--- config.mk ---
export PLATFORM = sky130hd
export DESIGN_NAME = des_top
export DESIGN_NICKNAME = d
export VERILOG_FILES = /design/src/hw/des_pkg.sv /design/src/hw/des_key_regs.sv /design/src/hw/des_key_schedule.sv /design/src/hw/des_feistel_f.sv /design/src/hw/des_engine.sv /design/src/hw/des_top.sv
export VERILOG_INCLUDE_DIRS = /design/src /design/src/hw
export SDC_FILE = /design/constraint.sdc
export NUM_CORES = 1
export LEC_CHECK = 0
export ABC_CLOCK_PERIOD_IN_PS = 14200
export BUFFER_PORTS_ARGS = -buffer_cell sky130_fd_sc_hd__buf_4
export CORE_ASPECT_RATIO = 0.75
export CORE_MARGIN = 2
export CORE_UTILIZATION = 36
export CTS_CLUSTER_SIZE = 30
export DETAILED_ROUTE_END_ITERATION = 8
export PLACE_DENSITY = 0.57
export SETUP_SLACK_MARGIN = 0.05
export SKIP_LAST_GASP = 1
export SYNTH_ARGS = -nofsm -noshare
export SYNTH_HDL_FRONTEND = slang
export SYNTH_SLANG_ARGS = --single-unit
--- constraint.sdc ---
create_clock -name clk -period 14.2 [get_ports clk]
set_clock_uncertainty 0.2 [all_clocks]
set_input_delay 0.71 -clock clk [delete_from_list [all_inputs] [get_ports clk]]
set_output_delay 0.71 -clock clk [all_outputs]
set_load 0.05 [all_outputs]
--- src/hw/des_defs.svh ---
`ifndef DES_DEFS_SVH
`define DES_DEFS_SVH

// Datapath widths

// Full cipher block
`define DES_BLOCK_W 64

// One Feistel half
`define DES_HALF_W 32

// One key-schedule half (C or D)
`define DES_CD_W 28

// Round key after PC2
`define DES_RKEY_W 48

// Feistel rounds per block
`define DES_ROUNDS 16

`endif

--- src/hw/des_pkg.sv ---
`default_nettype none

`include "des_defs.svh"

package des_pkg;

    typedef logic [`DES_BLOCK_W-1:0] block_t;
    typedef logic [`DES_HALF_W-1:0]  half_t;
    typedef logic [`DES_RKEY_W-1:0]  round_key_t;

    typedef struct packed {
        logic [`DES_CD_W-1:0] c;
        logic [`DES_CD_W-1:0] d;
    } cd_t;

    typedef struct packed {
        logic   valid;
        logic   decrypt;
        block_t data;
    } des_req_t;

    typedef struct packed {
        logic   valid;
        block_t data;
    } des_rsp_t;

    typedef struct packed {
        logic   valid;
        block_t key;
    } key_load_t;

    // Rounds 1, 2, 9 and 16 rotate by one, bit 0 is round 1
    localparam logic [`DES_ROUNDS-1:0] shift_one_mask = 16'h8103;

    // ------------------------------------------------------------
    // S-boxes, entry index is {row, column}
    // ------------------------------------------------------------
    localparam logic [3:0] sbox_table [8][64] = '{
        '{14, 4, 13, 1, 2, 15, 11, 8, 3, 10, 6, 12, 5, 9, 0, 7,
          0, 15, 7, 4, 14, 2, 13, 1, 10, 6, 12, 11, 9, 5, 3, 8,
          4, 1, 14, 8, 13, 6, 2, 11, 15, 12, 9, 7, 3, 10, 5, 0,
          15, 12, 8, 2, 4, 9, 1, 7, 5, 11, 3, 14, 10, 0, 6, 13},
        '{15, 1, 8, 14, 6, 11, 3, 4, 9, 7, 2, 13, 12, 0, 5, 10,
          3, 13, 4, 7, 15, 2, 8, 14, 12, 0, 1, 10, 6, 9, 11, 5,
          0, 14, 7, 11, 10, 4, 13, 1, 5, 8, 12, 6, 9, 3, 2, 15,
          13, 8, 10, 1, 3, 15, 4, 2, 11, 6, 7, 12, 0, 5, 14, 9},
        '{10, 0, 9, 14, 6, 3, 15, 5, 1, 13, 12, 7, 11, 4, 2, 8,
          13, 7, 0, 9, 3, 4, 6, 10, 2, 8, 5, 14, 12, 11, 15, 1,
          13, 6, 4, 9, 8, 15, 3, 0, 11, 1, 2, 12, 5, 10, 14, 7,
          1, 10, 13, 0, 6, 9, 8, 7, 4, 15, 14, 3, 11, 5, 2, 12},
        '{7, 13, 14, 3, 0, 6, 9, 10, 1, 2, 8, 5, 11, 12, 4, 15,
          13, 8, 11, 5, 6, 15, 0, 3, 4, 7, 2, 12, 1, 10, 14, 9,
          10, 6, 9, 0, 12, 11, 7, 13, 15, 1, 3, 14, 5, 2, 8, 4,
          3, 15, 0, 6, 10, 1, 13, 8, 9, 4, 5, 11, 12, 7, 2, 14},
        '{2, 12, 4, 1, 7, 10, 11, 6, 8, 5, 3, 15, 13, 0, 14, 9,
          14, 11, 2, 12, 4, 7, 13, 1, 5, 0, 15, 10, 3, 9, 8, 6,
          4, 2, 1, 11, 10, 13, 7, 8, 15, 9, 12, 5, 6, 3, 0, 14,
          11, 8, 12, 7, 1, 14, 2, 13, 6, 15, 0, 9, 10, 4, 5, 3},
        '{12, 1, 10, 15, 9, 2, 6, 8, 0, 13, 3, 4, 14, 7, 5, 11,
          10, 15, 4, 2, 7, 12, 9, 5, 6, 1, 13, 14, 0, 11, 3, 8,
          9, 14, 15, 5, 2, 8, 12, 3, 7, 0, 4, 10, 1, 13, 11, 6,
          4, 3, 2, 12, 9, 5, 15, 10, 11, 14, 1, 7, 6, 0, 8, 13},
        '{4, 11, 2, 14, 15, 0, 8, 13, 3, 12, 9, 7, 5, 10, 6, 1,
          13, 0, 11, 7, 4, 9, 1, 10, 14, 3, 5, 12, 2, 15, 8, 6,
          1, 4, 11, 13, 12, 3, 7, 14, 10, 15, 6, 8, 0, 5, 9, 2,
          6, 11, 13, 8, 1, 4, 10, 7, 9, 5, 0, 15, 14, 2, 3, 12},
        '{13, 2, 8, 4, 6, 15, 11, 1, 10, 9, 3, 14, 5, 0, 12, 7,
          1, 15, 13, 8, 10, 3, 7, 4, 12, 5, 6, 11, 0, 14, 9, 2,
          7, 11, 4, 1, 9, 12, 14, 2, 0, 6, 10, 13, 15, 3, 5, 8,
          2, 1, 14, 7, 4, 10, 8, 13, 15, 12, 9, 0, 3, 5, 6, 11}
    };

    // ------------------------------------------------------------
    // Bit tables, entry i gives the source bit of output bit i+1
    // ------------------------------------------------------------
    localparam int unsigned ip_tab [64] = '{
        58, 50, 42, 34, 26, 18, 10, 2, 60, 52, 44, 36, 28, 20, 12, 4,
        62, 54, 46, 38, 30, 22, 14, 6, 64, 56, 48, 40, 32, 24, 16, 8,
        57, 49, 41, 33, 25, 17, 9, 1, 59, 51, 43, 35, 27, 19, 11, 3,
        61, 53, 45, 37, 29, 21, 13, 5, 63, 55, 47, 39, 31, 23, 15, 7};

    localparam int unsigned fp_tab [64] = '{
        40, 8, 48, 16, 56, 24, 64, 32, 39, 7, 47, 15, 55, 23, 63, 31,
        38, 6, 46, 14, 54, 22, 62, 30, 37, 5, 45, 13, 53, 21, 61, 29,
        36, 4, 44, 12, 52, 20, 60, 28, 35, 3, 43, 11, 51, 19, 59, 27,
        34, 2, 42, 10, 50, 18, 58, 26, 33, 1, 41, 9, 49, 17, 57, 25};

    localparam int unsigned e_tab [48] = '{
        32, 1, 2, 3, 4, 5, 4, 5, 6, 7, 8, 9, 8, 9, 10, 11,
        12, 13, 12, 13, 14, 15, 16, 17, 16, 17, 18, 19, 20, 21, 20, 21,
        22, 23, 24, 25, 24, 25, 26, 27, 28, 29, 28, 29, 30, 31, 32, 1};

    localparam int unsigned p_tab [32] = '{
        16, 7, 20, 21, 29, 12, 28, 17, 1, 15, 23, 26, 5, 18, 31, 10,
        2, 8, 24, 14, 32, 27, 3, 9, 19, 13, 30, 6, 22, 11, 4, 25};

    // Parity bits 8, 16 .. 64 never appear here
    localparam int unsigned pc1_tab [56] = '{
        57, 49, 41, 33, 25, 17, 9, 1, 58, 50, 42, 34, 26, 18,
        10, 2, 59, 51, 43, 35, 27, 19, 11, 3, 60, 52, 44, 36,
        63, 55, 47, 39, 31, 23, 15, 7, 62, 54, 46, 38, 30, 22,
        14, 6, 61, 53, 45, 37, 29, 21, 13, 5, 28, 20, 12, 4};

    localparam int unsigned pc2_tab [48] = '{
        14, 17, 11, 24, 1, 5, 3, 28, 15, 6, 21, 10, 23, 19, 12, 4,
        26, 8, 16, 7, 27, 20, 13, 2, 41, 52, 31, 37, 47, 55, 30, 40,
        51, 45, 33, 48, 44, 49, 39, 56, 34, 53, 46, 42, 50, 36, 29, 32};

    // ------------------------------------------------------------
    // Permutations, bit 1 of each table is the MSB
    // ------------------------------------------------------------
    function automatic block_t ip_perm(block_t d);
        block_t r;
        for (int i = 0; i < `DES_BLOCK_W; i++) begin
            r[`DES_BLOCK_W-1-i] = d[`DES_BLOCK_W-ip_tab[i]];
        end
        return r;
    endfunction

    function automatic block_t fp_perm(block_t d);
        block_t r;
        for (int i = 0; i < `DES_BLOCK_W; i++) begin
            r[`DES_BLOCK_W-1-i] = d[`DES_BLOCK_W-fp_tab[i]];
        end
        return r;
    endfunction

    function automatic round_key_t e_expand(half_t h);
        round_key_t r;
        for (int i = 0; i < `DES_RKEY_W; i++) begin
            r[`DES_RKEY_W-1-i] = h[`DES_HALF_W-e_tab[i]];
        end
        return r;
    endfunction

    function automatic half_t p_perm(half_t h);
        half_t r;
        for (int i = 0; i < `DES_HALF_W; i++) begin
            r[`DES_HALF_W-1-i] = h[`DES_HALF_W-p_tab[i]];
        end
        return r;
    endfunction

    function automatic cd_t pc1_perm(block_t k);
        logic [2*`DES_CD_W-1:0] r;
        for (int i = 0; i < 2*`DES_CD_W; i++) begin
            r[2*`DES_CD_W-1-i] = k[`DES_BLOCK_W-pc1_tab[i]];
        end
        return r;
    endfunction

    function automatic round_key_t pc2_perm(cd_t cd);
        logic [2*`DES_CD_W-1:0] v;
        round_key_t r;
        v = cd;
        for (int i = 0; i < `DES_RKEY_W; i++) begin
            r[`DES_RKEY_W-1-i] = v[2*`DES_CD_W-pc2_tab[i]];
        end
        return r;
    endfunction

endpackage

`default_nettype wire

--- src/hw/des_key_regs.sv ---
`timescale 1ns/1ps
`default_nettype none

module des_key_regs (
    input  logic                  clk,
    input  logic                  rst_n,
    input  des_pkg::key_load_t    key_load,
    input  logic                  busy,
    output des_pkg::cd_t          key_cd
);
    import des_pkg::*;

    logic load_ok;

    // Key is frozen while a block is in flight
    assign load_ok = key_load.valid && !busy;

    // Only the 56 PC1 bits are kept, parity is dropped here
    always_ff @(posedge clk or negedge rst_n) begin
        if (!rst_n) begin
            key_cd <= '0;
        end else if (load_ok) begin
            key_cd <= pc1_perm(key_load.key);
        end
    end

endmodule

`default_nettype wire

--- src/hw/des_key_schedule.sv ---
`timescale 1ns/1ps
`default_nettype none

`include "des_defs.svh"

module des_key_schedule (
    input  logic                  clk,
    input  logic                  rst_n,
    input  des_pkg::cd_t          key_cd,
    input  logic                  round_load,
    input  logic                  round_step,
    input  logic                  decrypt_mode,
    output des_pkg::round_key_t   round_key
);
    import des_pkg::*;

    localparam int unsigned idx_w = $clog2(`DES_ROUNDS);

    cd_t              cd_q;
    logic [idx_w-1:0] idx;
    logic [idx_w-1:0] idx_next;
    logic             one_bit;

    // Rotate one 28-bit half by one or two places
    function automatic logic [`DES_CD_W-1:0] rot_half(logic [`DES_CD_W-1:0] h,
                                                      logic right, logic one);
        logic [2*`DES_CD_W-1:0] dbl;
        int unsigned amt;
        dbl = {h, h};
        amt = one ? 1 : 2;
        if (right) begin
            return dbl[amt +: `DES_CD_W];
        end
        return dbl[`DES_CD_W-amt +: `DES_CD_W];
    endfunction

    assign idx_next = idx + idx_w'(1);

    // Shift for the next round, decryption reads the mask backwards
    assign one_bit = decrypt_mode ? shift_one_mask[~idx] : shift_one_mask[idx_next];

    always_ff @(posedge clk or negedge rst_n) begin
        if (!rst_n) begin
            idx <= '0;
        end else if (round_load) begin
            idx <= '0;
        end else if (round_step) begin
            idx <= idx_next;
        end
    end

    // ------------------------------------------------------------
    // C/D registers
    // ------------------------------------------------------------
    // Decrypt starts from C0D0, which is also C16D16
    always_ff @(posedge clk) begin
        if (round_load) begin
            if (decrypt_mode) begin
                cd_q <= key_cd;
            end else begin
                cd_q.c <= rot_half(key_cd.c, 1'b0, shift_one_mask[0]);
                cd_q.d <= rot_half(key_cd.d, 1'b0, shift_one_mask[0]);
            end
        end else if (round_step) begin
            cd_q.c <= rot_half(cd_q.c, decrypt_mode, one_bit);
            cd_q.d <= rot_half(cd_q.d, decrypt_mode, one_bit);
        end
    end

    assign round_key = pc2_perm(cd_q);

endmodule

`default_nettype wire

--- src/hw/des_feistel_f.sv ---
`timescale 1ns/1ps
`default_nettype none

`include "des_defs.svh"

module des_feistel_f (
    input  des_pkg::half_t        r_half,
    input  des_pkg::round_key_t   round_key,
    output des_pkg::half_t        f_out
);
    import des_pkg::*;

    localparam int unsigned n_sbox = `DES_RKEY_W / 6;

    round_key_t mixed;
    half_t      sub;

    // Expansion and key mix
    assign mixed = e_expand(r_half) ^ round_key;

    // Six bits in, four out per box, S1 takes the top bits
    always_comb begin
        logic [5:0] six;
        sub = '0;
        for (int b = 0; b < n_sbox; b++) begin
            six = mixed[`DES_RKEY_W-1-6*b -: 6];
            // Outer bits pick the row, inner four the column
            sub[`DES_HALF_W-1-4*b -: 4] = sbox_table[b][{six[5], six[0], six[4:1]}];
        end
    end

    assign f_out = p_perm(sub);

endmodule

`default_nettype wire

--- src/hw/des_engine.sv ---
`timescale 1ns/1ps
`default_nettype none

`include "des_defs.svh"

module des_engine (
    input  logic               clk,
    input  logic               rst_n,
    input  des_pkg::des_req_t  req,
    input  des_pkg::half_t     f_out,
    output des_pkg::half_t     r_half,
    output logic               round_load,
    output logic               round_step,
    output logic               decrypt_mode,
    output logic               busy,
    output des_pkg::des_rsp_t  rsp
);
    import des_pkg::*;

    // Count 0 is idle, 1..16 are rounds, 17 is the output slot
    localparam int unsigned      cnt_w    = $clog2(`DES_ROUNDS + 2);
    localparam logic [cnt_w-1:0] cnt_last = cnt_w'(`DES_ROUNDS + 1);

    logic [cnt_w-1:0] cnt;
    logic             decrypt_q;
    logic             accept;
    logic             out_slot;
    half_t            l_q;
    half_t            r_q;

    assign busy     = (cnt != '0);
    assign accept   = req.valid && !busy;
    assign out_slot = (cnt == cnt_last);

    // ------------------------------------------------------------
    // Key schedule control
    // ------------------------------------------------------------
    assign round_load = accept;
    assign round_step = busy && !out_slot;

    // Request bit on the load edge, stored bit during the run
    assign decrypt_mode = busy ? decrypt_q : req.decrypt;

    assign r_half = r_q;

    // ------------------------------------------------------------
    // Round counter
    // ------------------------------------------------------------
    always_ff @(posedge clk or negedge rst_n) begin
        if (!rst_n) begin
            cnt       <= '0;
            decrypt_q <= 1'b0;
        end else if (accept) begin
            cnt       <= cnt_w'(1);
            decrypt_q <= req.decrypt;
        end else if (out_slot) begin
            cnt <= '0;
        end else if (busy) begin
            cnt <= cnt + cnt_w'(1);
        end
    end

    // ------------------------------------------------------------
    // L/R halves
    // ------------------------------------------------------------
    always_ff @(posedge clk) begin
        if (accept) begin
            {l_q, r_q} <= ip_perm(req.data);
        end else if (round_step) begin
            l_q <= r_q;
            r_q <= l_q ^ f_out;
        end
    end

    // Result is FP of R16 L16, swapped after the last round
    always_ff @(posedge clk or negedge rst_n) begin
        if (!rst_n) begin
            rsp <= '0;
        end else begin
            rsp.valid <= out_slot;
            if (out_slot) begin
                rsp.data <= fp_perm({r_q, l_q});
            end
        end
    end

endmodule

`default_nettype wire

--- src/hw/des_top.sv ---
`timescale 1ns/1ps
`default_nettype none

module des_top (
    input  logic                clk,
    input  logic                rst_n,
    input  des_pkg::key_load_t  key_load,
    input  des_pkg::des_req_t   req,
    output des_pkg::des_rsp_t   rsp,
    output logic                busy
);
    import des_pkg::*;

    cd_t        key_cd;
    round_key_t round_key;
    half_t      r_half;
    half_t      f_out;
    logic       round_load;
    logic       round_step;
    logic       decrypt_mode;

    // Key store, frozen while busy
    des_key_regs u_key_regs (
        .clk      (clk),
        .rst_n    (rst_n),
        .key_load (key_load),
        .busy     (busy),
        .key_cd   (key_cd)
    );

    des_key_schedule u_key_schedule (
        .clk          (clk),
        .rst_n        (rst_n),
        .key_cd       (key_cd),
        .round_load   (round_load),
        .round_step   (round_step),
        .decrypt_mode (decrypt_mode),
        .round_key    (round_key)
    );

    des_feistel_f u_feistel_f (
        .r_half    (r_half),
        .round_key (round_key),
        .f_out     (f_out)
    );

    // Round sequencing and request/response
    des_engine u_engine (
        .clk          (clk),
        .rst_n        (rst_n),
        .req          (req),
        .f_out        (f_out),
        .r_half       (r_half),
        .round_load   (round_load),
        .round_step   (round_step),
        .decrypt_mode (decrypt_mode),
        .busy         (busy),
        .rsp          (rsp)
    );

endmodule

`default_nettype wire

# Word-level counts from Yosys, hierarchy flattened

Memory sizes are Yosys's and may differ from the RTL's.
Cells that the tools add are included.

Equal/unequal tests: 1
Muxes and demuxes: 40
Div/mod/pow operators: 0
Add/sub/neg operators: 3
Shifts and indexed selects: 4
Multipliers: 0
Bitwise logic cells: 11
$lt $le $gt $ge: 10
Reductions and logical operators: 8

Operators with widths:

| operator              | count |
|---|---|
| $shiftx 56x33->28     | 4 |
| $mux 56               | 3 |
| $mux 32               | 4 |
| $mux 28               | 4 |
| $mux 4                | 18 |
| $ge 7x7->1 const B    | 8 |
| $not 6->7             | 8 |
| $xor 48x48->48        | 1 |
| $sub 5x32->32 const A | 1 |
| $xor 32x32->32        | 1 |
| $mux 5                | 3 |
| $lt 4x5->1 const B    | 2 |
| $mux 1                | 7 |
| $add 5x1->5 const B   | 1 |
| $eq 5x5->1 const B    | 1 |
| $reduce_bool 5->1     | 1 |
| $add 4x1->4 const B   | 1 |
| $not 4->4             | 1 |
| $logic_and 1x1->1     | 3 |
| $reduce_bool 3->1     | 1 |
| $logic_not 1->1       | 2 |
| $mux 2                | 1 |
| $reduce_bool 2->1     | 1 |

Bits in read-only memories: 2080
Bits of input ports: 133
Output and inout port bits: 66
Bits in writable memories: 0
Logic and storage cells: 98
Flip-flop bits (word level): 251
Memories kept: 10
Latch bits: 0

Memories:

| memory           | words | width | rd ports | clocked after Yosys merged registers in | wr ports | RTL line            | text |
|---|---|---|---|---|---|---|---|
| (name not given) | 64    | 4     | 1        | 0                                       | 0        | des_feistel_f.sv:28 | `` sub[`DES_HALF_W-1-4*b -: 4] = sbox_table[b][{six[5], six[0], six[4:1]}]; `` |
| (name not given) | 64    | 4     | 1        | 0                                       | 0        | des_feistel_f.sv:28 |  |
| (name not given) | 64    | 4     | 1        | 0                                       | 0        | des_feistel_f.sv:28 |  |
| (name not given) | 64    | 4     | 1        | 0                                       | 0        | des_feistel_f.sv:28 |  |
| (name not given) | 64    | 4     | 1        | 0                                       | 0        | des_feistel_f.sv:28 |  |
| (name not given) | 64    | 4     | 1        | 0                                       | 0        | des_feistel_f.sv:28 |  |
| 4 more memories  | n/a   | n/a   | n/a      | n/a                                     | n/a      | n/a                 |  |

# Longest topological paths before layout

Gate-level depths: netlist of run 1.

Depth after elaboration: 10
Mapped depth: 10
Depth with buffers taken out: 10

# Hierarchy

Synthesis of run 1 repeated with hierarchy kept, for this count alone.

Cells, all modules: 1761
Area, all modules: 18477.7 µm²

By module, submodules not included:

| module           | seq. area each (µm²) | area an instance (µm²) | times used | cells each |
|---|---|---|---|---|
| des_engine       | 3698.5               | 5694.2                 | 1          | 376 |
| des_key_schedule | 1781.7               | 5243.8                 | 1          | 591 |
| des_feistel_f    | 0.0                  | 5236.3                 | 1          | 675 |
| des_key_regs     | 1401.3               | 2303.5                 | 1          | 119 |

# Least setup slack after synthesis of run 1

Ideal clock, no wire load.

Path type: flip-flop to flip-flop
From: register u_engine.cnt[0]
To: register u_engine.l_q[0], enable pin
Data required time: 13.526 ns
Arrival: 3.913 ns
Clock period less this slack: 4.587 ns
Slack: 9.613 ns
Library setup time: 0.474 ns
Stages on the path, launching flop included: 8
Buffers on the path: 1
Cell sequence: dfrtp_1 > inv_1 > ha_1 > nor4b_4 > and2_0 > clkbuf_1 > nor2_1 > inv_1

Cells in the longest elaborated chain, start to end: 4
Elaborated cells on any way between the ends: 7
Those cells by class: eq/ne: 1; reduce/logical: 6

RTL lines:

| what                                                   | RTL line                           | text |
|---|---|---|
| start, declared                                        | des_engine.sv:24                   | `logic [cnt_w-1:0] cnt;` |
| start signal, assigned                                 | des_engine.sv:54                   | `cnt <= cnt_w'(1);` |
| start signal, assigned                                 | des_engine.sv:59                   | `cnt <= cnt + cnt_w'(1);` |
| $eq 5x5->1 / $reduce_bool 5->1 (equally long branches) | des_engine.sv:33, des_engine.sv:31 |  |
| $logic_not 1->1, on equally long branches              | des_engine.sv:39, des_engine.sv:32 |  |
| $logic_and 1x1->1, on equally long branches            | des_engine.sv:39, des_engine.sv:32 |  |
| $reduce_bool 2->1 (no source line) *                   | n/a                                |  |
| end signal, assigned                                   | des_engine.sv:68                   | `{l_q, r_q} <= ip_perm(req.data);` |
| end signal, assigned                                   | des_engine.sv:70                   | `l_q <= r_q;` |
| end, declared                                          | des_engine.sv:28                   | `half_t l_q;` |

Every way passes the cells marked *; elsewhere a longest branch is shown, timed or not.
A chain may end at the register's enable or synchronous reset.

# Worst setup path after layout of run 1

From: register u_engine.cnt[1]
To: register u_engine.r_q[18] (netlist: u_engine.r_half[18]), enable pin

Cells in the longest elaborated chain, start to end: 4
Elaborated cells on any way between the ends: 7
Those cells by class: eq/ne: 1; reduce/logical: 6

RTL lines:

| what                                                   | RTL line                           | text |
|---|---|---|
| $eq 5x5->1 / $reduce_bool 5->1 (equally long branches) | des_engine.sv:33, des_engine.sv:31 |  |
| $logic_not 1->1, on equally long branches              | des_engine.sv:39, des_engine.sv:32 |  |
| $logic_and 1x1->1, on equally long branches            | des_engine.sv:39, des_engine.sv:32 |  |
| $reduce_bool 2->1 (no source line) *                   | n/a                                |  |
| end signal, assigned                                   | des_engine.sv:68                   |  |
| end signal, assigned                                   | des_engine.sv:71                   | `r_q <= l_q ^ f_out;` |
| end, declared                                          | des_engine.sv:29                   | `half_t r_q;` |

Marks and branches as above.

==> run summary, run 1 <==
Synth top area share: 20.3%
fin crit share: 31.7%
num ports: 199
warnings from Yosys: 0
initial antenna violation count: 0
nets@finish: 2,119
First-pass DRT Iterations: 5
Crit-path slowest cell: and2_4
DP HPWL: 37.2 mm
Die Y-Extent: 196 µm
clk root buf: clkbuf_16
# diodes: 0
number of global-route vias before repair: 13,600
MaxCap Viol Count: 0
Reg2Reg Depth: 7
vias: 14,500
setup slack, reg-to-reg: 9.70 ns
Mean Syn Cell Area: 9.94 µm²
Placement Cell Area: 19,700 µm²
HP Class: input pin to flip-flop
clock sink total: 251
CP peak stage delay: 0.79 ns
Area Growth Syn to Fin: 16.4%
# DRC: 0
most common cell in the netlist: nand2_1
worst rel slew slack: 19.0%
FF-to-FF End: u_engine.r_half[18]
post-synth top area cell: edfxtp_1
critical-path cell list: inv_1, ha_1, nor4b_4, and2_4, nor2_1, inv_4, buf_4
Initial Util: 36.4%
XOR/XNOR Fraction of Synth Area: 6.95%
RSZ-0062 raised after global routing: no
TritonCTS buffer count: 28
share of cells above drive strength 1: 24.9%
# setup viols final: 0
Sum Neg Setup Slack: 0 ns
fin crit period: 4.50 ns
Compound-Gate Fraction of Synth Area: 15.1%
largest net degree at the start of global routing: 84
Max Root-Sink Buffers: 3
via density per instance: 5.60
Final WS setup: 9.70 ns
core area: 48,800 µm²
hold path endpoint: u_key_regs.key_cd[39]
clock latency at the later pin of the worst-skew pair: 0.57 ns
Hold Startpoint: key_load[5]
DR WL/cell: 20.3 µm
largest family of logic cells by synthesized area: multiplexers
final-report hold violation count: 0
Max Freq: 222 MHz
Yosys cell types: 75
Final Cell Area: 20,700 µm²
Critical Path Sink Type: flip-flop
Die W: 261 µm
CP Launch Type: flip-flop
flop and latch count out of synthesis: 251
Min-Delay Path Depth: 2
max-slew violations: 0
Crit Path Category: flip-flop to flip-flop
Post-synth EDFFs: 120
worst r2r src: u_engine.cnt[1]
post-CTS setup buffer count: 0
die area: 51,200 µm²
cell area after synthesis: 17,800 µm²
synthesized netlist cell count: 1,788
overflow left after global routing: 0
WP data required: 14.19 ns
Synth top cells by count: 279 x nand2_1, 161 x mux2_2, 145 x o21ai_0, 131 x dfrtp_1, 120 x edfxtp_1
simple-gate share of the synthesized area: 11.1%
WL final: 52.4 mm
dpl ws: 9.63 ns
synthesized net count: 1,990
Worst-path clk slew: 0.07 ns
IO buf count: 190
Core Rows: 70
Final ANT Viol Nets: 0
status: complete, no violations
CP max FO: 73
DRT iter0 DRCs: 1,379
async set or reset register ratio after synthesis: 52.2%
first-pass GRT wire length: 81.2 mm
RePlAce Congestion: 0.903
synth top area cells: edfxtp_1 20%, dfrtp_1 18%, mux2_2 10%, nand2_1 5.9%, mux2i_1 5.9%
ys flop type: dfrtp_1
Least-Margin Pin Slew: 1.21 ns
H-tree Lvls: 1
total track usage: 20.0%
TritonCTS clock tree: done
Arrival @ worst endpoint: 4.49 ns
Seq/Total Area, Yosys: 38.7%
post-synthesis adder-cell area fraction: 4.86%
post-synthesis mux area share: 19.2%
-- sequential cells by signal, indices dropped and copies added (netlist names) --
signal,cells
u_engine.cnt,5
u_engine.decrypt_q,1
u_engine.l_q,32
u_engine.r_half,32
u_engine.rsp,65
u_key_regs.key_cd,56
u_key_schedule.cd_q,8
u_key_schedule.idx,4
u_key_schedule.round_key,48
-- cell type report --
cell class / instances / area [µm²]
fillers: 4747 / 28100
clock inverters: 14 / 146
inverters: 45 / 171
well taps: 648 / 811
multi-input cells: 1370 / 10200
clock buffers: 38 / 810
repair buffers: 221 / 1670
flip-flops and latches: 251 / 6880
-- placed cells by master, fill, tap and decap left out, types with 39 or more instances in the layout --
master / synthesis / layout
a21oi_1: 51 / 51
ha_1: 69 / 69
edfxtp_1: 120 / 120
buf_4: 3 / 219
nor2_1: 68 / 68
xnor2_1: 73 / 73
mux2i_1: 104 / 103
dfrtp_1: 131 / 131
nand2_1: 279 / 277
mux2_2: 161 / 161
xor2_1: 50 / 50
o21ai_0: 145 / 145
a31oi_1: 53 / 53
nor3_1: 39 / 39
inv_1: 40 / 39
-- logic make-up after synthesis --
group | count (synthesis)
XOR/XNOR | 132
buffers and inverters | 167
flip-flops | 251
adder cells (fa/ha/maj) | 69
AND/OR/NAND/NOR | 464
multiplexers | 289
AO/OA/AOI/OAI | 416
-- per-stage QoR --
step,std cells,hold WS (ns),utilization (%)
after floorplan,1788,0.214,-
after global placement,2534,0.293,40.4
after detailed placement,2534,0.298,40.4
after CTS,2587,0.139,42.4
after global routing,2587,0.139,42.4
final,2587,0.164,42.4
-- critical path: cells and delay by family, from the launching register on --
family / cells / cell delay, ns
adders and majority gates: 1 / 0.15
buffers and inverters: 3 / 1.55
DFF: 1 / 0.40
and+or+nand+nor: 3 / 1.67
-- repair_timing --
item	4_1_cts	5_1_grt
hold buffers	1	0
endpoints found under the hold margin	38	0
resized for setup	0	0
-- per-layer routing --
metal  part of all wire, %  track usage, %  vias up
met4                   1.5            3.22        0
met5                     0               0        -
met1                    50            31.9     7120
li1                      -               -     6831
met2                    41            28.6      482
met3                   7.0            3.11       51
-- how the worst max path moves through the flow --
stage                    start             endpoint
2_1_floorplan  u_engine.cnt[0]      u_engine.l_q[0]
3_3_place_gp   u_engine.cnt[0]  u_engine.r_half[24]
3_5_place_dp   u_engine.cnt[1]  u_engine.r_half[24]
4_1_cts        u_engine.cnt[1]  u_engine.r_half[18]
5_1_grt        u_engine.cnt[1]  u_engine.r_half[18]
6_report       u_engine.cnt[1]  u_engine.r_half[18]
Power of run 1 is not shown: default switching activity piles up to over one toggle a cycle in this logic, so the estimate is an artifact.
==> run 2: changes to the inputs <==
ABC_AREA = 1   (was default)
ABC_CLOCK_PERIOD_IN_PS = 4350   (was 14200)
clock period = 4.35 ns   (was 14.2 ns; I/O delays follow)
==> run 2 against run 1 <==
  * Maximum frequency up 35%
  * Design area grew 8.7%
  * Setup slack worse by 8.7 ns
  * Final cell count increased by 38%
  * Area after synthesis increased by 1.7%
  * Count of clock-buffer cells in the layout is 7 higher
  * Die area rose by 1.7%
  * First-iteration DRC count rose by 7.5%
  * Utilization grew 2.7 points
  * Routed wire length increased by 16%
==> run summary, run 2 <==
status: complete, no violations
WP buf/inv: 3 (unchanged)
overflow left after global routing: 0 (unchanged)
max-slew violations: 0 (unchanged)
TritonCTS buffer count: 30 (+7.1%)
RePlAce Congestion: 0.906 (+0.37%)
Min Hold Slack: 0.0404 ns (-0.123 ns)
DP HPWL: 43.3 mm (+16%)
CP Launch Type: flip-flop
clk root buf: clkbuf_16
Synth top cells by count: 928 x nand2_1, 486 x nand3_1, 299 x inv_1, 237 x o21ai_0, 131 x dfrtp_1
cell area after synthesis: 18,100 µm² (+1.7%)
share of cells above drive strength 1: 9.57% (-15 points)
MaxCap Viol Count: 0 (unchanged)
Arrival @ worst endpoint: 3.46 ns (-1.03 ns)
Max Freq: 301 MHz (+35%)
Synth top area share: 19.9% (-0.35 points)
Seq/Total Area, Yosys: 38.1% (-0.66 points)
Area Growth Syn to Fin: 24.4%
synthesized net count: 2,820 (+42%)
DRT iter0 DRCs: 1,483 (+7.5%)
worst rel slew slack: 35.4% (+16 points)
Hold Startpoint: key_load[64]
Die Y-Extent: 198 µm (+0.85%)
flop and latch count out of synthesis: 251 (unchanged)
# DRC: 0 (unchanged)
num ports: 199 (unchanged)
Cells after DPL: 3,367 (+33%)
largest register by flop count: u_engine.rsp
# diodes: 0 (unchanged)
number of global-route vias before repair: 16,800 (+24%)
final-report hold violation count: 0 (unchanged)
Mean Syn Cell Area: 6.91 µm² (-31%)
warnings from Yosys: 0 (unchanged)
TritonCTS clock tree: done
via density per instance: 5.18 (-7.5%)
synthesized netlist cell count: 2,618 (+46%)
largest net degree at the start of global routing: 156 (+86%)
most common cell in the netlist: nand2_1
fin crit period: 3.33 ns (-1.18 ns)
Crit-path slowest cell: nand2_2
Crit Path Category: flip-flop to flip-flop
clock sink total: 251 (unchanged)
synth top area cells: edfxtp_1 20%, nand2_1 19%, dfrtp_1 18%, nand3_1 13%, o21ai_0 6.6%
Post-synth EDFFs: 120 (unchanged)
first-pass GRT wire length: 94.9 mm (+17%)
WP data required: 4.48 ns (-9.71 ns)
DR WL/cell: 17.0 µm (-16%)
cell mode on critical path: nand2_1
Worst-path clk slew: 0.06 ns (about the same)
Critical Path Sink Type: flip-flop
max reg flops: 65 (unchanged)
most common cell after layout, fill and taps aside: nand2_1
clock latency at the later pin of the worst-skew pair: 0.59 ns (+0.02 ns)
fin crit share: 76.5% (+45 points)
worst r2r src: u_engine.cnt[0]
# setup viols final: 0 (unchanged)
most frequent cells in the layout: 927 x nand2_1, 485 x nand3_1, 299 x inv_1
IO buf count: 190 (unchanged)
die area: 52,100 µm² (+1.7%)
Yosys cell types: 35 (-53%)
Final ANT Viol Nets: 0 (unchanged)
initial antenna violation count: 0 (unchanged)
post-synth top area cell: edfxtp_1
HP Class: input pin to flip-flop
First-pass DRT Iterations: 6 (+1)
vias: 18,500 (+28%)
nets@finish: 3,092 (+46%)
Fill cells: 5,059 (+6.6%)
CP max FO: 50 (-32%)
Max Root-Sink Buffers: 3 (unchanged)
core area: 49,800 µm² (+2.2%)
Die W: 263 µm (+0.85%)
RSZ-0062 raised after global routing: no
critical-path cell list: inv_1, ha_1, inv_1, nor2_2, nand2_4, nand2_1, nand2_4, inv_2, nand2_2, nand2_2, nand2_1, nand3_1, nand2_1, nor2_1, nor2_1
Initial Util: 36.3% (-0.15 points)
PostCTS Resize Cnt: 0 (unchanged)
Least-Margin Pin Slew: 0.962 ns (-0.249 ns)
total track usage: 22.8% (+2.8 points)
Sum Neg Setup Slack: 0 ns (unchanged)
async set or reset register ratio after synthesis: 52.2% (unchanged)
WL final: 60.6 mm (+16%)
H-tree Lvls: 1 (unchanged)
Critical path origin: u_engine.cnt[0]
ys flop type: dfrtp_1
CP peak stage delay: 0.49 ns (-0.30 ns)
Finished Layout Cells: 3,571 (+38%)
Core Rows: 71 (+1.4%)
CP delay by family, top: simple AND/OR/NAND/NOR gates
run 2: cell count changes in the layout (fill, tap and decap cells not counted), moves of 52 or more:
cell,before,now
nand3_1,31,485
mux2_2,161,2
a31oi_1,53,1
mux2i_1,103,0
inv_1,39,299
o21ai_0,145,237
nand2_1,277,927
dlygate4sd3_1,1,148
run 2: area by class of cell:
cell class / count / area, µm² / share of cell area, %
Inverter: 303 / 1140 / 5.08
Tap cell: 657 / 822 / 3.66
Timing Repair Buffer: 363 / 3150 / 14.0
Multi-Input combinational cell: 1941 / 9540 / 42.4
Sequential cell: 251 / 6880 / 30.6
Clock inverter: 11 / 76.3 / 0.339
Clock buffer: 45 / 880 / 3.91
run 2: worst paths after layout:
| check | to | slack (ns) | cells after the start |
|---|---|---|---|
| worst min register to register | u_engine.rsp[3] | 0.29 | 2 |
| worst max register to register | u_key_schedule.cd_q[47] | 1.02 | 15 |
| worst max-delay path | u_key_schedule.cd_q[47] | 1.02 | 15 |
| max in group asynchronous | u_engine.rsp[36] | 2.93 | 3 |
| min in group asynchronous | u_key_regs.key_cd[40] | 0.08 | 2 |
| worst min-delay path | u_key_regs.key_cd[6] | 0.04 | 5 |
run 2: cell families (layout without fill, tap and decap cells):
| group | Yosys count | in the layout | share of synthesized area, % |
|---|---|---|---|
| simple gates | 1461 | 1461 | 34.3 |
| fa+ha+maj | 69 | 69 | 4.77 |
| xor+xnor | 56 | 56 | 2.71 |
| buf+inv | 426 | 722 | 9.42 |
| mux | 2 | 2 | 0.125 |
| compound gates | 353 | 353 | 10.6 |
| flops | 251 | 251 | 38.1 |
run 2: metrics by stage:
stage | worst slack (ns) | utilization, % | cell area [µm²]
global placement | 1.07 | 40.2 | 20100
detailed placement | 1.06 | 40.2 | 20100
finish | 1.02 | 45.1 | 22500
CTS | 1.05 | 45.1 | 22500
floorplan | 0.703 | - | 18100
global route | 0.683 | 45.1 | 22500
run 2: what timing repair did:
| item | 4_1_cts | 5_1_grt |
|---|---|---|
| hold buffers | 148 | 0 |
| hold endpoints to repair | 199 | 0 |
| setup buffers | 0 | 0 |
run 2: worst register-to-register path: cells and delay by family (launching register included):
kind / cells / cell delay [ns]
simple gates: 11 / 1.80
buf+inv: 3 / 0.49
flops: 1 / 0.44
fa+ha+maj: 1 / 0.15
run 2: metal layers:
metal | part of all wire (%) | vias up | track usage, %
met5 | 0 | - | 0
met4 | 1.5 | 0 | 3.66
met3 | 6.7 | 59 | 3.12
met2 | 42 | 659 | 33.9
met1 | 50 | 8649 | 35.4
li1 | - | 9120 | -
Power of run 2 is left out for the same reason.
